### src/hdl/audioTxPkg.sv
// Shared types and constants for the audio transmit block
// Sample word layout, bus widths and the CSR offset map
// Import with a wildcard in the module header where needed

package audioTxPkg;

	//----------------------------------------------------------
	// Sample word
	//----------------------------------------------------------
	localparam int cSampleBits  = 16;			// Bits per channel
	localparam int cBusDataBits = 32;			// Bus and RAM word width
	localparam int cCntBits     = 16;			// Status counter width

	typedef struct packed
	{
		logic [cSampleBits-1:0] left;			// Upper half, sent first
		logic [cSampleBits-1:0] right;			// Lower half
	} tSampleCh;

	// One word seen as a raw bus word or as a stereo pair
	typedef union packed
	{
		logic [cBusDataBits-1:0] raw;
		tSampleCh                ch;
	} tSampleWord;

	//----------------------------------------------------------
	// CSR offsets
	//----------------------------------------------------------
	localparam logic [7:0] cCsrStatus   = 8'h00;	// Bit 0 busy, read only
	localparam logic [7:0] cCsrLoopCnt  = 8'h04;	// Completed passes, read only
	localparam logic [7:0] cCsrUnderrun = 8'h08;	// Empty frames, read only
	localparam logic [7:0] cCsrRsvd     = 8'h0c;	// Reserved, reads zero
	localparam logic [7:0] cCsrDmaAdrs  = 8'h10;	// Start word address
	localparam logic [7:0] cCsrDmaLen   = 8'h14;	// Last word offset
	localparam logic [7:0] cCsrDmaEn    = 8'h18;	// Bit 0 enable

endpackage

### src/hdl/audioTxSerializer.sv
// Serial audio output stage, left-justified three-wire format
// Makes the bit clock, frames left and right and shifts out MSB first
// One FIFO word per frame, a zero frame and an underrun count when empty

module audioTxSerializer
	import audioTxPkg::*;
#(
	parameter int pBitDiv = 2						// Clocks per half bit period
)(
	input  tSampleWord          fifoRdData,			// Head of FIFO
	input  logic                fifoEmpty,
	output logic                fifoRd,				// Pop at frame start
	output logic                oI2sBck,
	output logic                oI2sLrck,			// Low left, high right
	output logic                oI2sData,
	output logic [cCntBits-1:0] underrunCnt,
	input  logic                iSysClk,
	input  logic                reset
);

	localparam int cFrameBits = $bits(tSampleWord);	// 32 bit periods
	localparam int cBitCntW   = $clog2(cFrameBits);
	localparam int cDivBits   = $clog2(pBitDiv + 1);

	logic [cDivBits-1:0] divCnt;
	logic                halfEnd;					// Bit clock toggles here
	logic                fallEdge;
	logic [cBitCntW-1:0] bitCnt;					// Bit position in frame
	logic [cBitCntW-1:0] bitNext;
	logic                lastBit;
	logic                frameStart;
	tSampleWord          shiftReg;

	//----------------------------------------------------------
	// Bit clock and frame timing
	//----------------------------------------------------------
	assign halfEnd    = (divCnt == cDivBits'(pBitDiv - 1));
	assign fallEdge   = halfEnd & oI2sBck;
	assign lastBit    = (bitCnt == cBitCntW'(cFrameBits - 1));
	assign bitNext    = lastBit ? '0 : bitCnt + 1'b1;
	assign frameStart = fallEdge & lastBit;
	assign fifoRd     = frameStart & ~fifoEmpty;	// Data taken same cycle
	assign oI2sData   = shiftReg.raw[cFrameBits-1];	// MSB first

	always_ff @(posedge iSysClk)
	begin
		if (reset)
		begin
			divCnt  <= '0;
			oI2sBck <= 1'b0;
		end
		else if (halfEnd)
		begin
			divCnt  <= '0;
			oI2sBck <= ~oI2sBck;
		end
		else
			divCnt <= divCnt + 1'b1;
	end

	//----------------------------------------------------------
	// Shift out, all changes on the bit clock falling edge
	//----------------------------------------------------------
	always_ff @(posedge iSysClk)
	begin
		if (reset)
		begin
			bitCnt      <= '0;							// Silent first frame, no pop
			oI2sLrck    <= 1'b0;
			shiftReg    <= '0;
			underrunCnt <= '0;
		end
		else if (fallEdge)
		begin
			bitCnt   <= bitNext;
			oI2sLrck <= (bitNext >= cSampleBits);	// Right half
			if (frameStart)
			begin
				if (fifoEmpty)
				begin
					shiftReg    <= '0;				// Silent frame
					underrunCnt <= underrunCnt + 1'b1;
				end
				else
				begin
					shiftReg.ch.left  <= fifoRdData.ch.left;
					shiftReg.ch.right <= fifoRdData.ch.right;
				end
			end
			else
				shiftReg.raw <= {shiftReg.raw[cFrameBits-2:0], 1'b0};
		end
	end

endmodule

### config.mk
export PLATFORM = sky130hd
export DESIGN_NAME = audioTxSerializer
export DESIGN_NICKNAME = d
export VERILOG_FILES = /design/src/hdl/audioTxPkg.sv /design/src/hdl/audioTxSerializer.sv
export SDC_FILE = /design/constraint.sdc
export NUM_CORES = 1
export LEC_CHECK = 0
export ABC_AREA = 1
export BUFFER_PORTS_ARGS = -buffer_cell sky130_fd_sc_hd__buf_4
export CAP_MARGIN = 25
export CORE_ASPECT_RATIO = 1.5
export CORE_MARGIN = 8
export CORE_UTILIZATION = 40
export DETAILED_ROUTE_END_ITERATION = 8
export GPL_ROUTABILITY_DRIVEN = 0
export PLACE_DENSITY = 0.67
export SLEW_MARGIN = 20
export SYNTH_ARGS = -nofsm -noshare
export SYNTH_HDL_FRONTEND = slang
export SYNTH_SLANG_ARGS = --single-unit
### constraint.sdc
create_clock -name iSysClk -period 2.7 [get_ports iSysClk]
set_input_delay 0.405 -clock iSysClk [delete_from_list [all_inputs] [get_ports iSysClk]]
set_output_delay 0.405 -clock iSysClk [all_outputs]
set_load 0.02 [all_outputs]
# After elaboration in Yosys (flattened, before gate mapping)
# Index checks and enable logic that the tools add are counted.
[totals]
reg_bits = 57
latch_bits = 0
ram_bits = 0
mem_bits_ro = 0
in_bits = 35
elab_cells = 22
n_memories = 0
[op_classes]
addsub = 3
mul = 0
div = 0
n_lt_le_gt_ge = 1
n_eq_ne = 2
n_shift = 0
mux = 3
bitwise = 5
n_reduce_logical = 2
[op_table]
columns = ["op", "n"]
rows = [
  ["32-bit 2-to-1 mux", 2],
  ["16-bit by 1-bit adder with 16-bit output, second input constant", 1],
  ["5-bit by 1-bit adder with 5-bit output, second input constant", 1],
  ["5-bit == test, second input constant", 1],
  ["5-bit >= comparator, second input constant", 1],
  ["5-bit 2-to-1 mux", 1],
  ["1-bit bitwise AND", 3],
  ["3-bit AND reduction", 1],
  ["2-bit by 1-bit adder with 2-bit output, second input constant", 1],
  ["2-bit by 1-bit == test with 1-bit output, second input constant", 1],
  ["1-bit inverter", 2],
  ["2-bit OR reduction", 1],
]

# Longest topological paths before layout
[logic_depth]
word_depth = 4
depth_mapped = 11
mapped_depth_nobuf = 11

# Worst setup path after synthesis
# OpenSTA, ideal clock, no wires.
[synth_path]
path_kind = "flip-flop to output port"
start = "register bitCnt[0]"
end = "output port fifoRd"
arrival_time_ns = 1.345
path_slack_ns = 0.950
stages_incl_launch_ff = 8
n_path_buf = 1
cell_sequence = "dfxtp_1 -> ha_1 -> inv_1 -> nor2_1 -> ha_1 -> nand3_2 -> nor2_2 -> buf_4"
[synth_via]
elab_chain_cells = 3
[synth_rtl]
columns = ["item", "line_no", "rtl"]
rows = [
  ["start, declared", "audioTxSerializer.sv:28", "logic [cBitCntW-1:0] bitCnt;"],
  ["start signal, assigned", "audioTxSerializer.sv:75", "bitCnt <= bitNext;"],
  ["5-bit == test", "audioTxSerializer.sv:39", "assign lastBit = (bitCnt == cBitCntW'(cFrameBits - 1));"],
  ["1-bit bitwise AND", "audioTxSerializer.sv:41", "assign frameStart = fallEdge & lastBit;"],
  ["1-bit bitwise AND", "audioTxSerializer.sv:42", "assign fifoRd = frameStart & ~fifoEmpty;"],
  ["end, declared", "audioTxSerializer.sv:12", "output logic fifoRd,"],
]
# No other way between the ends.

# Final worst setup path
[layout_path]
start = "register bitCnt[1]"
end = "output port fifoRd"
# The elaborated chain is that of the path after synthesis.

==> flow_metrics.env <==
export IMPL_run_status="complete, no violations"
export IMPL_clkSinkCount=56
export IMPL_powerDensity_nw_per_um2=499
export IMPL_clock_skew_ps=12.8
export IMPL_yosysTopAreaCell="dfxtp_1"
export IMPL_r2r_setup_slack_ps=790
export IMPL_hold_viol=0
export IMPL_ys_top_cells_by_count="a21oi_1, nand2_1, dfxtp_1"
export IMPL_synth_distinct_cells=23
export IMPL_yosysMostFrequentCell="a21oi_1"
export IMPL_cp_end_kind="output port"
export IMPL_cts_resized_gates=0
export IMPL_ys_warnings_count=0
export IMPL_die_w_um=79.7
export IMPL_wl_met3_um=378
export IMPL_fin_area_um2=2970
export IMPL_crit_arrival_ps=1760
export IMPL_fin_cells=463
export IMPL_ys_seq_elements=56
export IMPL_clk_pin_slew_ps=100
export IMPL_wl_per_cell_um=12.6
export IMPL_drc=0
export IMPL_rr_endpoint="shiftReg[19]$_SDFFE_PP0N_"
export IMPL_clk_latency_ps=310
export IMPL_drt_pass1_iter_count=4
export IMPL_root_buffer="clkbuf_8"
export IMPL_grt_first_pass_wirelength_um=9940
export IMPL_min_to="shiftReg[0]$_SDFFE_PP0N_"
export IMPL_ys_seq_area_share_pct=46.1
export IMPL_antenna_found_initial=0
export IMPL_crit_required_ps=2300
export IMPL_postRouteAntennaNets=0
export IMPL_drive_gt1_share_pct=18.0
export IMPL_crit_type="reg2out"
export IMPL_hp_class="in2reg"
export IMPL_drt_vias_per_instance=5.09
export IMPL_place_area_um2=2890
export IMPL_synth_async_reset_ratio_pct=0
export IMPL_wl_met2_um=2720
export IMPL_r2r_cells=9
export IMPL_vias=2355
export IMPL_numCtsBuffers=5
export IMPL_dpl_hpwl_um=4190
export IMPL_start_util_pct=40.6
export IMPL_port_buffer_count=54
export IMPL_fin_crit_sh_pct=80.3
export IMPL_cp_max_fo=6
export IMPL_synth_avg_cell_area_um2=7.16
export IMPL_worstMarginPinSlew_ps=512
export IMPL_highest_layer="met4"
export IMPL_wl_met1_um=2620
export IMPL_synth_cells=340
export IMPL_ir_drop_uv=343
export IMPL_num_antenna_cells=0
export IMPL_areaGrowthSynthToFinish_pct=22.0
export IMPL_drv_slew=0
export IMPL_fmax_ghz=0.461
export IMPL_p_leak_nw=1.24
export IMPL_die_area_um2=8890
export IMPL_htree_num_levels=2
export IMPL_min_path_cells=2
export IMPL_drt_initial_drc_count=73
export IMPL_wirelength_um=5840
export IMPL_die_h_um=112
export IMPL_cts_tree="yes"
export IMPL_setup_worst_path_start_class="register"
export IMPL_drv_cap=0
export IMPL_setup_viol=0
export IMPL_setup_tns_ps=0
export IMPL_ios=55
export IMPL_grt_usage_pct=13.3
export IMPL_num_rows=35
export IMPL_cts_hold_buf=0
export IMPL_rr_startpoint="bitCnt[1]$_SDFFE_PP0N_"
export IMPL_synth_top_area_share_pct=46.1
export IMPL_grt_max_degree=37
export IMPL_postCtsSetupBuffers=0
export IMPL_core_region_area_um2=6000
export IMPL_ys_flop_type="dfxtp_1"
export IMPL_slew_headroom_pct=65.8
export IMPL_netlist_area_um2=2430
export IMPL_min_from="reset"
export IMPL_grt_overflow=0
export IMPL_period_minus_slack_ps=2170
export IMPL_synth_top_cells_by_area="dfxtp_1, a21oi_1, nand2_1"
export IMPL_clk_path_buf_depth=2
export IMPL_grt_pass1_vias=2340
export IMPL_synth_edff_count=0
export IMPL_rsz0062_at_grt="false"
export IMPL_syn_nets=379
export IMPL_dp_cells=456
export IMPL_nets=428
## where the power goes
part	leakage [nW]	switching, W	internal, W
Combinational	0.745	0.0000801	0.0000713
Sequential	0.453	0.0000220	0.000867
Clock	0.0410	0.000262	0.000178
Total	1.24	0.000364	0.00112
## worst max-delay path: stages (launching register included)
cell     delay [ps]
dfxtp_1         360
ha_1            170
inv_1            50
nor2_1          100
ha_1            200
nand3_2         130
nor2_2          250
buf_4           200
## stage by stage
stage	setup WS [ps]	power [W]	utilization [%]	hold slack, ps
finish	531	0.00148	49.5	309
global route	372	0.00155	49.5	302
CTS	504	0.00150	49.5	302
detailed placement	802	0.00106	48.2	420
global placement	836	0.00106	48.2	413
floorplan	950	0.000989	-	400
## state kept, by name (all words and copies together), names as in the netlist
name / cells
oI2sBck: 1
shiftReg: 32
bitCnt: 4
underrunCnt: 16
oI2sLrck: 1
divCnt: 2
## logic make-up (layout without fill, tap and decap cells)
kind of cell | Yosys count | after routing | share of synthesized area [%]
compound gates | 109 | 109 | 22.6
simple gates | 131 | 131 | 22.1
flops | 56 | 56 | 46.1
buf+inv | 38 | 87 | 6.48
xor+xnor | 2 | 2 | 0.720
fa+ha+maj | 4 | 4 | 2.06
## worst max path at each step
stage	start	end	slack [ps]	depth (start not counted)
after CTS	bitCnt[0]$_SDFFE_PP0N_	fifoRd	500	7
after floorplan	bitCnt[0]$_SDFFE_PP0N_	fifoRd	950	7
final	bitCnt[1]$_SDFFE_PP0N_	fifoRd	530	7
after detailed placement	bitCnt[0]$_SDFFE_PP0N_	shiftReg[24]$_SDFFE_PP0N_	800	9
after global placement	bitCnt[0]$_SDFFE_PP0N_	underrunCnt[14]$_SDFFE_PP0P_	840	9
after global routing	bitCnt[1]$_SDFFE_PP0N_	fifoRd	370	7
## metal layers
layer | track usage, % | vias to the layer above
met5 | 0 | -
met4 | 4.60 | 0
met3 | 4.19 | 13
met2 | 22.5 | 57
met1 | 14.9 | 1061
li1 | - | 1224
## cell usage in the layout, fill, tap and decap left out
cell type  Yosys  layout
a21oi_1       67      67
nand2_1       63      63
buf_4          3      59
dfxtp_1       56      56
nor2_1        45      45
o21ai_0       38      38
inv_1         20      20
nand3_1       12      12
clkbuf_8       0       5
nor3_1         4       4
ha_1           4       4
nand4_1        3       3
xor2_1         2       2
o21ai_1        2       2
nand3_2        1       1
nor2_2         1       1
nor2_4         1       1
a31oi_1        1       1
nand2_2        1       1
inv_2          1       1
a22oi_1        1       1
clkbuf_1      10       1
clkinv_2       0       1
## cell type report
| cell class | instances | area [um2] |
|---|---|---|
| Fill cell | 596 | 3030 |
| Clock inverter | 1 | 5.00 |
| Clock buffer | 6 | 72.6 |
| Inverter | 21 | 78.8 |
| Sequential cell | 56 | 1120 |
| Multi-Input combinational cell | 246 | 1150 |
| Tap cell | 74 | 92.6 |
| Timing Repair Buffer | 59 | 443 |
Note: power is estimated with default switching activity, not from simulation.
