File: config.mk
export PLATFORM = sky130hd
export DESIGN_NAME = audioTxDma
export DESIGN_NICKNAME = d
export VERILOG_FILES = /design/src/hdl/audioTxPkg.sv /design/src/hdl/audioTxDma.sv
export SDC_FILE = /design/constraint.sdc
export NUM_CORES = 1
export LEC_CHECK = 0
export BUFFER_PORTS_ARGS = -buffer_cell sky130_fd_sc_hd__clkbuf_2
export CAP_MARGIN = 20
export CORE_MARGIN = 10
export CORE_UTILIZATION = 42
export CTS_CLUSTER_DIAMETER = 60
export CTS_CLUSTER_SIZE = 40
export DETAILED_ROUTE_END_ITERATION = 6
export GPL_TIMING_DRIVEN = 0
export PLACE_DENSITY = 0.77
export SYNTH_ARGS = -nofsm -noshare
export SYNTH_HDL_FRONTEND = slang
export SYNTH_SLANG_ARGS = --single-unit
File: constraint.sdc
create_clock -name iSysClk -period 3.3 [get_ports iSysClk]
set_clock_uncertainty 0.15 [all_clocks]
set_input_delay 0.66 -clock iSysClk [delete_from_list [all_inputs] [get_ports iSysClk]]
set_output_delay 0.66 -clock iSysClk [all_outputs]
set_load 0.05 [all_outputs]
File: src/hdl/audioTxPkg.sv
// Shared types and constants for the audio transmit block
// Sample word layout, bus widths and the CSR offset map
// Import with a wildcard in the module header where needed

package audioTxPkg;

	//----------------------------------------------------------
	// Sample word
	//----------------------------------------------------------
	localparam int cSampleBits  = 16;			// Bits per channel
	localparam int cBusDataBits = 32;			// Bus and RAM word width
	localparam int cCntBits     = 16;			// Status counter width

	typedef struct packed
	{
		logic [cSampleBits-1:0] left;			// Upper half, sent first
		logic [cSampleBits-1:0] right;			// Lower half
	} tSampleCh;

	// One word seen as a raw bus word or as a stereo pair
	typedef union packed
	{
		logic [cBusDataBits-1:0] raw;
		tSampleCh                ch;
	} tSampleWord;

	//----------------------------------------------------------
	// CSR offsets
	//----------------------------------------------------------
	localparam logic [7:0] cCsrStatus   = 8'h00;	// Bit 0 busy, read only
	localparam logic [7:0] cCsrLoopCnt  = 8'h04;	// Completed passes, read only
	localparam logic [7:0] cCsrUnderrun = 8'h08;	// Empty frames, read only
	localparam logic [7:0] cCsrRsvd     = 8'h0c;	// Reserved, reads zero
	localparam logic [7:0] cCsrDmaAdrs  = 8'h10;	// Start word address
	localparam logic [7:0] cCsrDmaLen   = 8'h14;	// Last word offset
	localparam logic [7:0] cCsrDmaEn    = 8'h18;	// Bit 0 enable

endpackage

File: src/hdl/audioTxDma.sv
// Looping DMA reader from the sample RAM into the sample FIFO
// Reads run while enabled and stall when the FIFO would fill up
// Disabling flushes the FIFO and parks the pointer at the start address

module audioTxDma
	import audioTxPkg::*;
#(
	parameter int pMemAdrsWidth = 8,
	parameter int pFifoDepthBit = 3
)(
	// Setup from the CSR
	input  logic [pMemAdrsWidth-1:0] dmaAdrs,
	input  logic [pMemAdrsWidth-1:0] dmaLen,		// Length minus one
	input  logic                     dmaEn,
	// RAM read port
	output logic [pMemAdrsWidth-1:0] ramRdAdrs,
	output logic                     ramRdEn,
	input  tSampleWord               ramRdData,
	// FIFO write side
	input  logic [pFifoDepthBit:0]   fifoCount,
	output logic                     fifoWr,
	output tSampleWord               fifoWd,
	output logic                     fifoFlush,
	// Status
	output logic                     dmaBusy,
	output logic [cCntBits-1:0]      loopCnt,
	input  logic                     iSysClk,
	input  logic                     reset
);

	localparam int cDepth = 2**pFifoDepthBit;

	logic                     enD;					// Enable one cycle ago
	logic [pMemAdrsWidth-1:0] rdPtr;
	logic [pMemAdrsWidth-1:0] rdOfs;				// Offset inside the pass
	logic [pFifoDepthBit:0]   inFlight;				// Reads not yet in the FIFO
	logic                     rdPend;				// Read issued last cycle
	logic [pFifoDepthBit+1:0] fillSum;
	logic                     passEnd;

	assign fillSum   = (pFifoDepthBit+2)'(fifoCount) + (pFifoDepthBit+2)'(inFlight);
	assign ramRdEn   = dmaEn & (fillSum < cDepth);	// Stall on back-pressure
	assign ramRdAdrs = rdPtr;
	assign passEnd   = (rdOfs == dmaLen);
	assign fifoWr    = rdPend;						// RAM data is back now
	assign fifoWd    = ramRdData;
	assign fifoFlush = enD & ~dmaEn;				// Falling edge of enable
	assign dmaBusy   = dmaEn | (fifoCount != '0) | (inFlight != '0);

	always_ff @(posedge iSysClk)
	begin
		if (reset)
		begin
			enD      <= 1'b0;
			rdPend   <= 1'b0;
			inFlight <= '0;
			rdPtr    <= '0;
			rdOfs    <= '0;
			loopCnt  <= '0;
		end
		else
		begin
			enD    <= dmaEn;
			rdPend <= ramRdEn;

			case ({ramRdEn, rdPend})
				2'b10:   inFlight <= inFlight + 1'b1;
				2'b01:   inFlight <= inFlight - 1'b1;
				default: inFlight <= inFlight;
			endcase

			// Pointer sits at the start address while disabled
			if (!dmaEn)
			begin
				rdPtr <= dmaAdrs;
				rdOfs <= '0;
			end
			else if (ramRdEn)
			begin
				if (passEnd)
				begin
					rdPtr   <= dmaAdrs;					// Wrap to start
					rdOfs   <= '0;
					loopCnt <= loopCnt + 1'b1;
				end
				else
				begin
					rdPtr <= rdPtr + 1'b1;
					rdOfs <= rdOfs + 1'b1;
				end
			end
		end
	end

endmodule

# Word-level counts from Yosys, hierarchy flattened
# Index checks and enable logic that the tools add are counted.
[op_classes]
n_addsub = 6
magnitude_cmp = 1
eq_ne = 4
muxes = 5
bitwise = 5
reduce_logical = 5
[ops]
columns = ["op", "n"]
rows = [
  ["2-to-1 mux 8 bit", 4],
  ["adder 16 x 1 -> 16 bit (second input constant)", 1],
  ["adder 8 x 1 -> 8 bit (second input constant)", 2],
  ["== test 8 bit", 1],
  ["one-hot mux 4 bit (2 select lines)", 1],
  ["nonzero test 4 bit", 2],
  ["adder 4 x 4 -> 5 bit", 1],
  ["< comparator 5 x 4 -> 1 bit (second input constant)", 1],
  ["adder 4 x 1 -> 4 bit (second input constant)", 1],
  ["subtractor 4 x 1 -> 4 bit (second input constant)", 1],
  ["AND reduction 3 bit", 1],
  ["AND 1 bit", 2],
  ["== test 2 x 1 -> 1 bit (second input constant)", 1],
  ["== test 2 bit (second input constant)", 1],
  ["!= test 2 x 1 -> 1 bit (second input constant)", 1],
  ["OR 1 bit", 2],
  ["nonzero test 2 bit", 1],
  ["OR reduction 2 bit", 1],
  ["inverter 1 bit", 1],
]
[totals]
ff_bits = 38
inputBits = 55
out_inout_bits = 60
wordCells = 32

# Logic depth before layout (Yosys ltp)
[depth]
word_depth = 5
depth_mapped = 10
mapped_depth_nobuf = 10

# Worst setup path before layout
# Ideal clock, no wire load.
[synth_path]
kind = "input to register"
start = "input fifoCount[2]"
end = "register inFlight[3]"
setup_ns = 0.070
arrival_time_ns = 2.952
required_time_ns = 3.080
path_slack_ns = 0.127
cell_stages = 10
path_buffers = 0
cell_sequence = "ha_1 a2111oi_4 nand3_2 ha_1 ha_1 a21o_1 a21oi_1 xnor2_1 or3_1 a21oi_1"
[synth_between]
elab_chain_cells = 5
elab_cells_between_ends = 7
classes_between = "add/sub (1); order compare (1); eq/ne (2); mux (1); bitwise (1); reduce/logical (1)"
[synth_lines]
columns = ["element", "line", "source"]
rows = [
  ["start: declaration", "audioTxDma.sv:20", "input logic [pFifoDepthBit:0] fifoCount,"],
  ["adder 4 x 4 -> 5 bit (*)", "audioTxDma.sv:41", "assign fillSum = (pFifoDepthBit+2)'(fifoCount) + (pFifoDepthBit+2)'(inFlight);"],
  ["< comparator 5 x 4 -> 1 bit (*)", "audioTxDma.sv:42", "assign ramRdEn = dmaEn & (fillSum < cDepth);"],
  ["AND 1 bit (*)", "audioTxDma.sv:42", ""],
  ["== test 2 x 1 -> 1 bit / == test 2 bit (equally long branches)", "audioTxDma.sv:66", "case ({ramRdEn, rdPend})"],
  ["one-hot mux 4 bit (2 select lines) / nonzero test 2 bit (equally long branches)", "n/a", ""],
  ["end signal: assignment", "audioTxDma.sv:67", "2'b10: inFlight <= inFlight + 1'b1;"],
  ["end signal: assignment", "audioTxDma.sv:68", "2'b01: inFlight <= inFlight - 1'b1;"],
  ["end signal: assignment", "audioTxDma.sv:69", "default: inFlight <= inFlight;"],
  ["end: declaration", "audioTxDma.sv:36", "logic [pFifoDepthBit:0] inFlight;"],
]
# Mark *: on every way between the ends. The rest lies on a longest branch, timed or not.
# A chain may end at the register's enable or synchronous reset.

# Final worst setup path
# Same ends and word-level chain as after synthesis.

==> run_results.csv <==
group,metric,value,unit
die,die-height,95.0,µm
global_route,met3_usage,5.42,%
detailed_routing,route.detailed.vias_per_inst,5.31,
yosys,synth_area,2360,µm²
cts,htreeDepth,2,
sta,layout_min_cycle_time,3.15,ns
finish,drive_gt1_share,36.2,%
sta,period_share,95.6,%
yosys,synthesis.instances,284,
yosys,synth_fp_nets,349,
sta,tightestPinTransition,0.586,ns
global_route,grt_pass1_wl,10800,µm
cts,cts_max_path_buffers,2,
run_status,outcome,"complete, no violations",
pwr,p_per_area,386,nW/µm²
detailed_routing,avgRoutedWirePerCell,15.1,µm
global_route,grtUsageTotal,14.4,%
global_route,antenna_found_initial,0,
cts,numCtsBuffers,5,
cts,cts_sinks,38,
setup_path,r2r-start,"inFlight[2]",
setup_path,r2r_end,"inFlight[3]",
sta,slew_headroom,60.8,%
yosys,ys_seq_area_share,32.2,%
global_route,use_met2,23.7,%
yosys,synth-edff-count,0,
setup_path,worstSetupEndpointType,"register",
setup_path,slowest_stage,"a2111oi_4",
sta,max_freq,0.317,GHz
sta,final.setup.tns,0,ns
global_route,grt_max_degree,13,
detailed_routing,post-route-drc-count,0,
pwr,vdd_drop_max,0.000208,V
cts,cts_hold_buf,0,
min_path,min_from,"loopCnt[15]",
die,initial_utilization,43.2,%
yosys,yosysMostFrequentCell,"dfxtp_1",
setup_path,crit_chain,"clkbuf_2, ha_1, a2111oi_4, nand3_4, ha_1, ha_1, a21o_1, a21oi_1, xnor2_1, or3_1, a21oi_1",
sta,rsz0062_at_grt,"no",
placed_design,io_buffers,81,
yosys,yosys-top-cells-area,"dfxtp_1, buf_4, xnor2_1, ha_1, a21oi_1",
sta,hold_viol,0,
min_path,worstHoldPathCells,2,
setup_path,start_kind,"input pin",
global_route,grt_pass1_vias,2347,
detailed_routing,first_iter_violations,166,
yosys,synth_compound_area_share,15.8,%
yosys,ys_ff_latch,38,
die,fp.coreArea,5470,µm²
yosys,synthTopCellsByCount,"dfxtp_1, buf_4, a21oi_1, nor2_1, nand2_1",
die,die_w,95.0,µm
yosys,yosysWarningCount,0,
detailed_routing,drt_wl_total,6730,µm
yosys,synth_top_area_share,32.2,%
global_route,overflow,0,
pwr,p_leak,1.26,nW
global_route,gr-usage-met1,16.9,%
setup_path,crit_required,3.38,ns
yosys,synth_largest_area_cell,"dfxtp_1",
finish,diodes,0,
yosys,synthSimpleGateAreaFrac,25.1,%
setup_path,cp_common_cell,"ha_1",
yosys,synth_xor_area_share,7.41,%
min_path,min_path_type,"reg -> reg",
die,num_rows,27,
detailed_routing,ant_nets,0,
finish,num-fill-cells,520,
job,max-cap-violations,0,
sta,drv_slew,0,
detailed_routing,first_pass_iters,4,
global_route,top_usage_layer,"met2",
finish,synthToLayoutAreaGrowth,25.3,%
sta,setup_viol,0,
cts,clkTransAtPathRegs,0.08,ns
placed_design,gp_congestion,0.862,
setup_path,rrSetupSlack,0.25,ns
yosys,synthMuxAreaShare,0.476,%
cts,tritoncts,"done",
yosys,synth_adder_area_share,5.61,%
detailed_routing,vias,2362,
finish,fin_nets,437,
yosys,ys.flop_type,"dfxtp_1",
setup_path,r2r_cells,10,
yosys,synth_top_family_by_area,"simple AND/OR/NAND/NOR gates",
die,num_io_pins,115,
yosys,syn_area_per_cell,8.33,µm²
cts,root_buffer,"clkbuf_8",
setup_path,cpPeakStageDelay,0.48,ns
setup_path,cp.arrival,3.23,ns
die,die_area,9030,µm²
yosys,async_flop_share,0,%
placed_design,pre_cts_ws,-0.207,ns
min_path,min_to,"loopCnt[15]",
cts,clk_latency,0.30,ns
setup_path,path_max_fanout,8,
setup_path,path_class,"in -> reg",
yosys,synthDistinctLibCells,44,
finish,stdcell_area,2960,µm²
placed_design,place_hpwl,5440,µm
placed_design,dpl-instance-area,2860,µm²
sta,fin_ws,0.147,ns
setup_path,startpoint,"fifoCount[2]",
==> logic make-up after synthesis <==
logic type | Yosys count
xor+xnor | 20
buf+inv | 52
mux | 1
compound gates | 57
simple gates | 106
fa+ha+maj | 10
flops | 38
==> worst max-delay path by stage <==
stage                        to  depth (start not counted)  slack [ns]
floorplan           inFlight[3]                         10        0.13
global placement    inFlight[3]                         11       -0.13
detailed placement  inFlight[3]                         11       -0.21
CTS                 inFlight[3]                         11        0.09
global route        inFlight[3]                         11        0.03
finish              inFlight[3]                         11        0.15
==> cell type report <==
| class | count | area (µm²) | area share, % |
|---|---|---|---|
| sequential | 38 | 761 | 25.7 |
| inverter | 10 | 37.5 | 1.27 |
| clock buffer | 6 | 82.6 | 2.79 |
| tap | 72 | 90.1 | 3.04 |
| multi-input combinational | 194 | 1290 | 43.7 |
| buffer | 42 | 279 | 9.42 |
| timing repair buffer | 81 | 405 | 13.7 |
| clock inverter | 2 | 12.5 | 0.422 |
==> registers in the layout, indices dropped and copies added (netlist names) <==
| name | cells |
|---|---|
| rdOfs | 8 |
| fifoWr | 1 |
| enD | 1 |
| inFlight | 4 |
| loopCnt | 16 |
| ramRdAdrs | 8 |
==> power breakdown <==
group          total [mW]  internal [mW]  leakage (nW)  switching [mW]
clock network       0.346          0.168        0.0472           0.177
logic               0.306         0.0998         0.899           0.207
registers           0.493          0.474         0.309          0.0193
total                1.15          0.742          1.26           0.403
==> critical path: cells and delay by family <==
kind            cells  cell delay [ns]
compound gates      4             0.98
xor+xnor            1             0.10
fa+ha+maj           3             0.90
buf+inv             1             0.09
simple gates        2             0.50
==> cell usage in the layout (no fill, tap or decap), drive strengths merged, types with 4 or more instances in the layout <==
cell type,count
a211oi,4
a21oi,18
and3,4
and4,5
buf,33
clkbuf,96
dfxtp,38
ha,9
inv,10
nand2,18
nand3,15
nand4,9
nor2,18
nor3,13
nor4,4
o21ai,11
o22ai,4
o31ai,7
or3,4
or4,10
xnor2,15
xor2,5
==> routing by layer <==
layer	vias up	wire length [µm]
li1	1184	-
met1	1083	2830
met2	83	3080
met3	12	710
met4	0	102
met5	-	0
==> what timing repair did <==
item	CTS	global route
gates resized for setup	0	1
buffers inserted	0	0
endpoints found under the setup margin	0	1
==> metrics by stage <==
| stage | hold slack [ns] | power, mW | std cells | util (%) |
|---|---|---|---|---|
| 2_1_floorplan | 0.325 | 0.737 | 284 | - |
| 3_3_place_gp | 0.314 | 0.804 | 437 | 52.3 |
| 3_5_place_dp | 0.324 | 0.810 | 437 | 52.3 |
| 4_1_cts | 0.335 | 1.15 | 445 | 54.0 |
| 5_1_grt | 0.352 | 1.19 | 445 | 54.1 |
| 6_report | 0.336 | 1.15 | 445 | 54.1 |
Note: power is estimated with default switching activity, not from simulation.
