**src/hdl/audioTxPkg.sv**
```systemverilog
// Shared types and constants for the audio transmit block
// Sample word layout, bus widths and the CSR offset map
// Import with a wildcard in the module header where needed

package audioTxPkg;

	//----------------------------------------------------------
	// Sample word
	//----------------------------------------------------------
	localparam int cSampleBits  = 16;			// Bits per channel
	localparam int cBusDataBits = 32;			// Bus and RAM word width
	localparam int cCntBits     = 16;			// Status counter width

	typedef struct packed
	{
		logic [cSampleBits-1:0] left;			// Upper half, sent first
		logic [cSampleBits-1:0] right;			// Lower half
	} tSampleCh;

	// One word seen as a raw bus word or as a stereo pair
	typedef union packed
	{
		logic [cBusDataBits-1:0] raw;
		tSampleCh                ch;
	} tSampleWord;

	//----------------------------------------------------------
	// CSR offsets
	//----------------------------------------------------------
	localparam logic [7:0] cCsrStatus   = 8'h00;	// Bit 0 busy, read only
	localparam logic [7:0] cCsrLoopCnt  = 8'h04;	// Completed passes, read only
	localparam logic [7:0] cCsrUnderrun = 8'h08;	// Empty frames, read only
	localparam logic [7:0] cCsrRsvd     = 8'h0c;	// Reserved, reads zero
	localparam logic [7:0] cCsrDmaAdrs  = 8'h10;	// Start word address
	localparam logic [7:0] cCsrDmaLen   = 8'h14;	// Last word offset
	localparam logic [7:0] cCsrDmaEn    = 8'h18;	// Bit 0 enable

endpackage

```
**src/hdl/audioSampleFifo.sv**
```systemverilog
// Synchronous FIFO of sample words between the DMA and the serializer
// Read data falls through, so the head word is valid while not empty
// A flush pulse empties it in one cycle

module audioSampleFifo
	import audioTxPkg::*;
#(
	parameter int pFifoDepthBit = 3
)(
	input  logic                   fifoWr,
	input  tSampleWord             fifoWd,
	input  logic                   fifoRd,			// Pop the head word
	input  logic                   fifoFlush,
	output tSampleWord             fifoRdData,
	output logic                   fifoEmpty,
	output logic [pFifoDepthBit:0] fifoCount,		// Occupancy 0 to depth
	input  logic                   iSysClk,
	input  logic                   reset
);

	localparam int cDepth = 2**pFifoDepthBit;

	tSampleWord               mem [cDepth];
	logic [pFifoDepthBit-1:0] wrPtr;
	logic [pFifoDepthBit-1:0] rdPtr;
	logic                     doWr;
	logic                     doRd;

	assign fifoEmpty  = (fifoCount == '0);
	assign fifoRdData = mem[rdPtr];					// First word fall through
	assign doWr       = fifoWr & (fifoCount != cDepth);
	assign doRd       = fifoRd & ~fifoEmpty;

	always_ff @(posedge iSysClk)
	begin
		if (doWr)
			mem[wrPtr] <= fifoWd;
	end

	always_ff @(posedge iSysClk)
	begin
		if (reset || fifoFlush)						// Flush wins over push and pop
		begin
			wrPtr     <= '0;
			rdPtr     <= '0;
			fifoCount <= '0;
		end
		else
		begin
			if (doWr) wrPtr <= wrPtr + 1'b1;
			if (doRd) rdPtr <= rdPtr + 1'b1;
			case ({doWr, doRd})
				2'b10:   fifoCount <= fifoCount + 1'b1;
				2'b01:   fifoCount <= fifoCount - 1'b1;
				default: fifoCount <= fifoCount;
			endcase
		end
	end

endmodule

```
**config.mk**
```make
export PLATFORM = sky130hd
export DESIGN_NAME = audioSampleFifo
export DESIGN_NICKNAME = d
export VERILOG_FILES = /design/src/hdl/audioTxPkg.sv /design/src/hdl/audioSampleFifo.sv
export SDC_FILE = /design/constraint.sdc
export NUM_CORES = 1
export LEC_CHECK = 0
export ABC_CLOCK_PERIOD_IN_PS = 3600
export BUFFER_PORTS_ARGS = -buffer_cell sky130_fd_sc_hd__buf_2
export CAP_MARGIN = 15
export CORE_MARGIN = 2
export CORE_UTILIZATION = 54
export CTS_CLUSTER_DIAMETER = 40
export DETAILED_ROUTE_END_ITERATION = 16
export GPL_TIMING_DRIVEN = 0
export HOLD_SLACK_MARGIN = 0.03
export PLACE_DENSITY = 0.75
export SLEW_MARGIN = 20
export SYNTH_ARGS = -nofsm -noshare
export SYNTH_HDL_FRONTEND = slang
export SYNTH_SLANG_ARGS = --single-unit
export TNS_END_PERCENT = 10
```
**constraint.sdc**
```tcl
create_clock -name iSysClk -period 3.6 [get_ports iSysClk]
set_input_delay 0.18 -clock iSysClk [delete_from_list [all_inputs] [get_ports iSysClk]]
set_output_delay 0.18 -clock iSysClk [all_outputs]
set_load 0.02 [all_outputs]
```
; After elaboration in Yosys (flattened, before gate mapping)
; Memories as Yosys holds them, arrays and structs flattened. A register that Yosys moved wholly into a read port is not among the register bits.
; Index checks and enable logic that the tools add are counted.
[totals]
regBits = 10
ramBits = 256
memories = 1
elab_cells = 22
in_bits = 37
output_inout_bits = 37
[op_classes]
n_reduce_logical = 3
n_bitwise = 3
add_sub_neg = 4
eq_ne = 3
muxes = 5
[mem_list]
columns = name, depth, width, rd, rd_clocked_by_memory_dff, wr, line
row1 = mem, 8, 32, 1, 1, 1, audioSampleFifo.sv:23  ; tSampleWord mem [cDepth];
[ops]
columns = operator, n
row1 = $pmux 4 s2, 1
row2 = $add 3x1->3 const B, 2
row3 = $mux 3, 2
row4 = $add 4x1->4 const B, 1
row5 = $logic_not 4->1, 1
row6 = $ne 4x4->1 const B, 1
row7 = $sub 4x1->4 const B, 1
row8 = $and 1x1->1, 2
row9 = $eq 2x1->1 const B, 1
row10 = $eq 2x2->1 const B, 1
row11 = $mux 1, 2
row12 = $reduce_bool 2->1, 1
row13 = $logic_or 1x1->1, 1
row14 = $not 1->1, 1

; Longest topological paths before layout
; Gate-level depths: netlist of run 1.
[depth]
ltp_word = 5
mapped_depth = 10
mapped_depth_nobuf = 9

; Least setup slack after synthesis of run 1
; Ideal clock, no wire load.
[synth_path]
path_kind = register to register
from = register fifoCount[1]
to = memory mem[1][0] in the netlist's numbering, enable pin
period_less_slack_ns = 3.858
setup_time_ns = 0.461
arrival_ns = 3.397
path_slack_ns = -0.258
stages_incl_launch_ff = 6
n_path_buf = 1
required_time_ns = 3.139
cell_sequence = dfxtp_1 buf_2 or3_1 o21ai_2 or2_2 nor3_1
[synth_via]
elab_chain_len = 4
[synth_lines]
columns = element, line
row1 = start: declaration, audioSampleFifo.sv:16  ; output logic [pFifoDepthBit:0] fifoCount,
row2 = start signal: assignment, audioSampleFifo.sv:53  ; 2'b10: fifoCount <= fifoCount + 1'b1;
row3 = start signal: assignment, audioSampleFifo.sv:54  ; 2'b01: fifoCount <= fifoCount - 1'b1;
row4 = start signal: assignment, audioSampleFifo.sv:55  ; default: fifoCount <= fifoCount;
row5 = $ne 4x4->1, audioSampleFifo.sv:31  ; assign doWr = fifoWr & (fifoCount != cDepth);
row6 = $and 1x1->1, audioSampleFifo.sv:31
row7 = $mux 1, audioSampleFifo.sv:36  ; if (doWr)
row8 = $mux 1 (not written as such), audioSampleFifo.sv:37  ; mem[wrPtr] <= fifoWd;
row9 = end: declaration, audioSampleFifo.sv:23
; No other way between the ends.

==> results of run 1 <==
[per-stage QoR]
step | setup TNS [ns] | hold slack, ns
after floorplan | -4.97 | 0.279
after global placement | -198.84 | 0.435
after detailed placement | 0 | 0.450
after CTS | 0 | 0.0628
after global routing | 0 | 0.101
final | 0 | 0.0735
[power by group through the flow]
stage | registers, uW | logic (uW) | clock network (uW)
global route | 3480 | 348 | 3550
floorplan | 3540 | 168 | 0
finish | 3480 | 323 | 3370
detailed placement | 3540 | 296 | 0
global placement | 3540 | 267 | 0
CTS | 3480 | 327 | 3430
[final cells by class]
cell class / count / share of cell area (%)
sequential: 269 / 61.5
multi-input combinational: 155 / 18.6
clock buffer: 44 / 7.37
timing repair buffer: 122 / 7.30
tap: 260 / 2.52
clock inverter: 16 / 1.47
buffer: 21 / 1.14
inverter: 2 / 0.0581
[path summary, 6_finish.rpt]
path	start	cells past startpoint	endpoint	slack, ns
min	fifoFlush	4	fifoCount[3]	0.07
max reg2reg	fifoCount[1]	10	fifoCount[2]	1.03
min reg2reg	wrPtr[0]	2	wrPtr[0]	0.49
max	register	5	fifoRdData[1]	0.94
[Yosys cell counts]
master | instances | area share [%]
mux2_4 | 15 | 2.2
nor2b_1 | 1 | 0.060
mux4_2 | 37 | 8.0
nor4bb_1 | 1 | 0.096
nand4_1 | 1 | 0.060
a21oi_1 | 3 | 0.14
a211o_1 | 1 | 0.084
or2_2 | 2 | 0.12
buf_1 | 3 | 0.11
or3_1 | 2 | 0.12
nand2_1 | 4 | 0.14
mux2_2 | 17 | 1.8
buf_2 | 5 | 0.24
nor3_1 | 2 | 0.096
ha_1 | 5 | 0.60
mux2i_1 | 3 | 0.29
o21ai_2 | 1 | 0.084
nand2b_1 | 3 | 0.18
o21ai_0 | 3 | 0.14
nand3_1 | 1 | 0.048
o41a_1 | 1 | 0.11
nor2_1 | 17 | 0.61
inv_1 | 2 | 0.072
edfxtp_1 | 256 | 74
clkbuf_1 | 5 | 0.18
buf_6 | 6 | 0.65
o211ai_1 | 1 | 0.072
mux4_1 | 27 | 6.8
xnor2_1 | 1 | 0.084
nor4b_1 | 1 | 0.084
buf_12 | 1 | 0.19
dfxtp_1 | 13 | 2.5
xor2_1 | 5 | 0.42
clkbuf_2 | 1 | 0.048
[flip-flops by register name, indices dropped and copies added (netlist names), named ones only]
name       count
fifoCount      4
mem          256
rdPtr          3
wrPtr          3
[layer usage]
metal,GRT usage (%),vias to the layer above,share of wire (%)
met5,0,-,0
met2,34.9,157,51
met1,26.9,2583,41
met3,3.49,38,5.1
li1,-,2217,-
met4,6.31,0,2.2
[logic make-up (layout without fill, tap and decap cells)]
family	after synthesis	after routing
AOI/OAI and AO/OA	10	10
xor gates and xnor gates	6	6
adders and majority gates	5	5
buffers and inverters	23	205
DFF	269	269
muxes	99	99
and+or+nand+nor	35	35
[worst register-to-register path, stage by stage (launching register included)]
cell     delay [ns]
dfxtp_1        0.30
buf_2          0.16
or3_1          0.41
o21ai_2        0.28
ha_1           0.32
xor2_1         0.19
ha_1           0.17
a21oi_1        0.05
xor2_1         0.15
or3_1          0.31
a21oi_1        0.15
==> results_dict.tcl, run 1 <==
set metrics [dict create \
    synth_fa_ha_area_share_pct 0.599 \
    p_clk_share_pct 47.0 \
    crit_arrival_ns 2.48 \
    worstSetupStartpointType "register" \
    syn_area_um2 10400 \
    tightestPinTransition_ns 0.896 \
    die_area_um2 20500 \
    post-place-ws_ns 1.06 \
    avgSynthCellArea_um2 23.4 \
    grt_max_degree 21 \
    worstPathRequired_ns 3.42 \
    synth_xor_area_share_pct 0.503 \
    slowest_stage "buf_1" \
    final_cells 889 \
    cts_tree "yes" \
    fillers 1166 \
    finalClockSkew_ns 0.0209 \
    drc 0 \
    clock-sinks 269 \
    synth_mux_area_share_pct 19.1 \
    portBuffers 73 \
    period_share_pct 73.8 \
    critPathTopFamily "buffers and inverters" \
    cts-resized-gates 0 \
    power.density_nw_per_um2 555 \
    place_hpwl_um 12000 \
    synth.distinct_cells 34 \
    clk_path_buf_depth 3 \
    drv_slew 0 \
    rows 50 \
    clk_latency_ns 0.50 \
    htreeDepth 2 \
    die_h_um 143 \
    antenna_cells 0 \
    final_layout_size_suffix_gt1_share_pct 36.6 \
    dr.first_iter.drc_count 262 \
    p_sw_uw 1400 \
    gp_congestion 0.696 \
    synth_top_family_by_area "multiplexers" \
    period_needed_ns 2.66 \
    synth-simple-area-share_pct 1.62 \
    grt_overflow 0 \
    fin_ws_ns 0.942 \
    critPathKind "reg2out" \
    outcome "finished clean" \
    final_cell_mix "256 x edfxtp_1, 78 x buf_2, 37 x mux4_2, 37 x clkbuf_16, 34 x dlygate4sd3_1" \
    start_util_pct 55.5 \
    swShare_pct 19.5 \
    grt_pass1_wl_um 30500 \
    hold_path_class "in2reg" \
    syn_to_final_growth_pct 23.7 \
    rsz0062_at_grt "no" \
    synth_fp_nets 489 \
    hold_buffers 34 \
    clk_pin_slew_ns 0.05 \
    multi_input_area_um2 2400 \
    mostFrequentLayoutCell "edfxtp_1" \
    vias_per_cell 5.62 \
    grt_usage_pct 20.3 \
    fin_area_um2 12900 \
    ys_warn_count 0 \
    syn-instance-count 447 \
    combPwrFrac_pct 4.5 \
    maxSlewHeadroom_pct 40.3 \
    power.leakage_uw 0.00434 \
    ys_ff_latch 269 \
    fmax_ghz 0.376 \
    grt_pass1_vias 5370 \
    power_uw 7170 \
    seq_power_share_pct 48.5 \
    slowest_delay_ns 0.59 \
    intPower_uw 5780 \
    setup_viol 0 \
    cap_violations 0 \
    dp_cells 795 \
    synth_compound_area_share_pct 0.635 \
    worstPathMaxFanout 10 \
    dpl-instance-area_um2 11400 \
    path_cells "clkbuf_2, buf_1, mux4_2, mux2_2, buf_2" \
    final_util_pct 68.6 \
    core_um2 18800 \
    die_w_um 143 \
    cts-root-buf "clkbuf_16" \
    wl_per_cell_um 22.6 \
    yosysSeqAreaShare_pct 76.1 \
    vias 4995 \
    cp_num_buf_inv 3 \
    drt-pass1-iter-count 4 \
    seq_area_um2 7950 \
    ios 74 \
    cts_buffers 35 \
    ant_nets 0 \
    hold_viol_final 0 \
    final_nets 648 \
    postCtsSetupRepairBufs 0 \
    antenna_found_initial 0 \
    crit_path_end_kind "output port" \
    finalWirelength_um 20100 \
    irDropWorstVdd_uv 390 \
]
No activity file was read; power rests on OpenSTA's default activity.
==> run 2, diff against run 1 <==
- ABC_AREA: not set -> 1
- ABC_CLOCK_PERIOD_IN_PS: 3600 -> 2200
- clock period: 3.6 -> 2.2 ns (I/O delays scaled with it)
==> run 2 against run 1 <==
Effect of this change:
- count of clock-buffer cells in the layout is 9 lower
- global-route usage grew 3.1 points
- routed wire length increased by 20%
- non-clock buffer count up 20
- synthesized cell count increased by 83%
- first-iteration DRC count rose to 2.5 times the previous value
- via count is 40% higher
- critical path type unchanged
- largest cell class unchanged
==> results_dict.tcl, run 2 <==
set metrics [dict create \
    fin_hold_ws_ns 0.283 \
    worstSetupStartpointType "register" \
    clk_path_buf_depth 3 \
    outcome "finished clean" \
    crit_path_end_kind "output port" \
    final_cells 1253 \
    period_share_pct 98.7 \
    final_nets 1008 \
    ys_warn_count 0 \
    fin_ws_ns 0.0289 \
    grt_pass1_wl_um 37000 \
    synth_area_leaders "edfxtp_1 72%, o21ai_0 5.1%, nor2_1 5.0%" \
    finalWirelength_um 24100 \
    synth_top_area_share_pct 72.2 \
    critPathTopFamily "buffers and inverters" \
    cap_violations 0 \
    synth_area_leader_cell "edfxtp_1" \
    syn-instance-count 816 \
    avgSynthCellArea_um2 13.0 \
    die_h_um 144 \
    rsz0062_at_grt "yes" \
    final_layout_size_suffix_gt1_share_pct 19.5 \
    gp_congestion 0.777 \
    cts_buffers 30 \
    irDropWorstVdd_uv 717 \
    grt_pass1_vias 6971 \
    grt_max_degree 25 \
    fmax_ghz 0.461 \
    vias 6971 \
    vias_per_cell 5.56 \
    largest_reg_flops 256 \
    die_w_um 144 \
    maxSlewHeadroom_pct 59.0 \
    grt_usage_pct 23.5 \
    rows 51 \
    rr_worst_depth 7 \
    fillers 1363 \
    synth_edf_count 256 \
    r2r_slack_ns 0.07 \
    tightestPinTransition_ns 0.614 \
    cts_tree "yes" \
    ys_ff_latch 269 \
    yosysSeqAreaShare_pct 74.7 \
    power.density_nw_per_um2 881 \
    die_area_um2 20800 \
    ios 74 \
    final_util_pct 67.2 \
    grt_overflow 0 \
    finalClockSkew_ns 0.0179 \
    period_needed_ns 2.17 \
    multi_input_area_um2 2440 \
    rr_endpoint "mem[3][11]" \
    clock-sinks 269 \
    r2r-start "fifoCount[2]" \
    portBuffers 73 \
    synth_ff_type "edfxtp_1" \
    ant_nets 0 \
    hold_path_class "in2reg" \
    place_hpwl_um 14700 \
    path_cells "inv_2, buf_6, buf_6, nor2_1, o21ai_0, nand2_1, nand2_1, buf_4" \
    hold_path_depth 4 \
    drt-pass1-iter-count 6 \
    power.leakage_uw 0.00464 \
    largestRegisters "mem x256, fifoCount x4" \
    crit_arrival_ns 2.06 \
    setup_viol 0 \
    mostFrequentLayoutCell "edfxtp_1" \
    antenna_cells 0 \
    syn_area_um2 10600 \
    whs_endpoint "wrPtr[0]" \
    wl_per_cell_um 19.3 \
    antenna_found_initial 0 \
    critical_path_cell_count 8 \
    seq_area_um2 7950 \
    clk_pin_slew_ns 0.06 \
    worstPathRequired_ns 2.09 \
    start_util_pct 54.9 \
    dr.first_iter.drc_count 657 \
    synth_fp_nets 858 \
    synth_commonest_cells "256 x edfxtp_1, 142 x nor2_1, 115 x nand2_1" \
    syn_to_final_growth_pct 22.6 \
    core_um2 19400 \
    ys_async_sr_fraction_pct 0 \
    slowest_delay_ns 0.36 \
    regMostFlops "mem" \
    drv_slew 0 \
    worstPathMaxFanout 10 \
    final_cell_mix "256 x edfxtp_1, 133 x nor2_1, 113 x nand2_1" \
    cts-root-buf "clkbuf_16" \
    critPathKind "reg2out" \
    dp_cells 1161 \
    synth.distinct_cells 26 \
    cp_num_buf_inv 4 \
    htreeDepth 1 \
    hold_viol_final 0 \
    drc 0 \
    post-place-ws_ns -0.239 \
    clk_latency_ns 0.55 \
    min_from "fifoFlush" \
    synth_most_common_cell "edfxtp_1" \
    slowest_stage "dfxtp_4" \
]
[run 2: cell count changes in the layout (fill, tap and decap cells not counted), moves of 11 or more]
cell     previous run  this run
nor2_1             11       133
nand2_1             4       113
o21ai_0             3       109
mux4_2             37         0
o22ai_1             0        32
mux2i_1             3        31
mux4_1             27         0
o21ai_1             0        23
mux2_2             17         0
mux2_4             15         0
inv_1               2        16
buf_4               3        14
[run 2: logic make-up after synthesis]
kind of cell	count (synthesis)	synth area share [%]
compound gates	173	8.54
xor+xnor	3	0.247
fa+ha+maj	5	0.588
buf+inv	65	3.22
flops	269	74.7
mux	32	3.01
simple gates	269	9.70
[run 2: what timing repair did]
| item | in CTS | in global routing |
|---|---|---|
| endpoints found under the hold margin | 263 | 0 |
| endpoints found under the setup margin | 96 | 103 |
| hold buffers | 36 | 0 |
| gates cloned | 1 | 0 |
| setup buffers | 0 | 2 |
| resized for setup | 27 | 37 |
| pin swaps | 1 | 1 |
[run 2: stage by stage]
stage	TNS (ns)	power, uW	area (um2)
2_1_floorplan	-63.42	6340	10700
3_3_place_gp	-240.13	6630	11400
3_5_place_dp	-8.69	6670	11600
4_1_cts	-0.134	11500	12900
5_1_grt	-0.817	11800	13000
6_report	0	11500	13000
[run 2: how the worst max path moves through the flow]
stage                             from              to  slack [ns]
after floorplan           fifoCount[0]       mem[0][0]       -0.42
after global placement    fifoCount[1]       mem[0][9]       -1.43
after detailed placement  fifoCount[0]      mem[1][10]       -0.24
after CTS                     register  fifoRdData[29]       -0.10
after global routing          register  fifoRdData[29]       -0.09
final                         register  fifoRdData[29]        0.03
[run 2: power by group]
group,total [uW],internal [uW],switching (uW)
clock,4830,2910,1930
sequential,5750,5710,32.5
combinational,911,323,588
total,11500,8940,2550
[run 2: worst min-delay path, stage by stage]
cell and delay (ns):
buf_2 0.08, or2_2 0.10, clkbuf_1 0.41, a21oi_1 0.07
[run 2: cell type report]
cell class,instances,share of cell area (%)
timing repair buffer,118,7.10
buffer,45,2.68
clock buffer,35,6.06
multi-input combinational,483,18.7
sequential,269,61.0
tap,265,2.54
clock inverter,19,1.35
inverter,19,0.547
[run 2: layer usage]
metal	vias up	GRT usage, %	part of all wire [%]
li1	3240	-	-
met1	3419	31.0	41
met2	264	40.9	50
met3	48	3.61	6.4
met4	0	6.29	2.2
met5	-	0	0
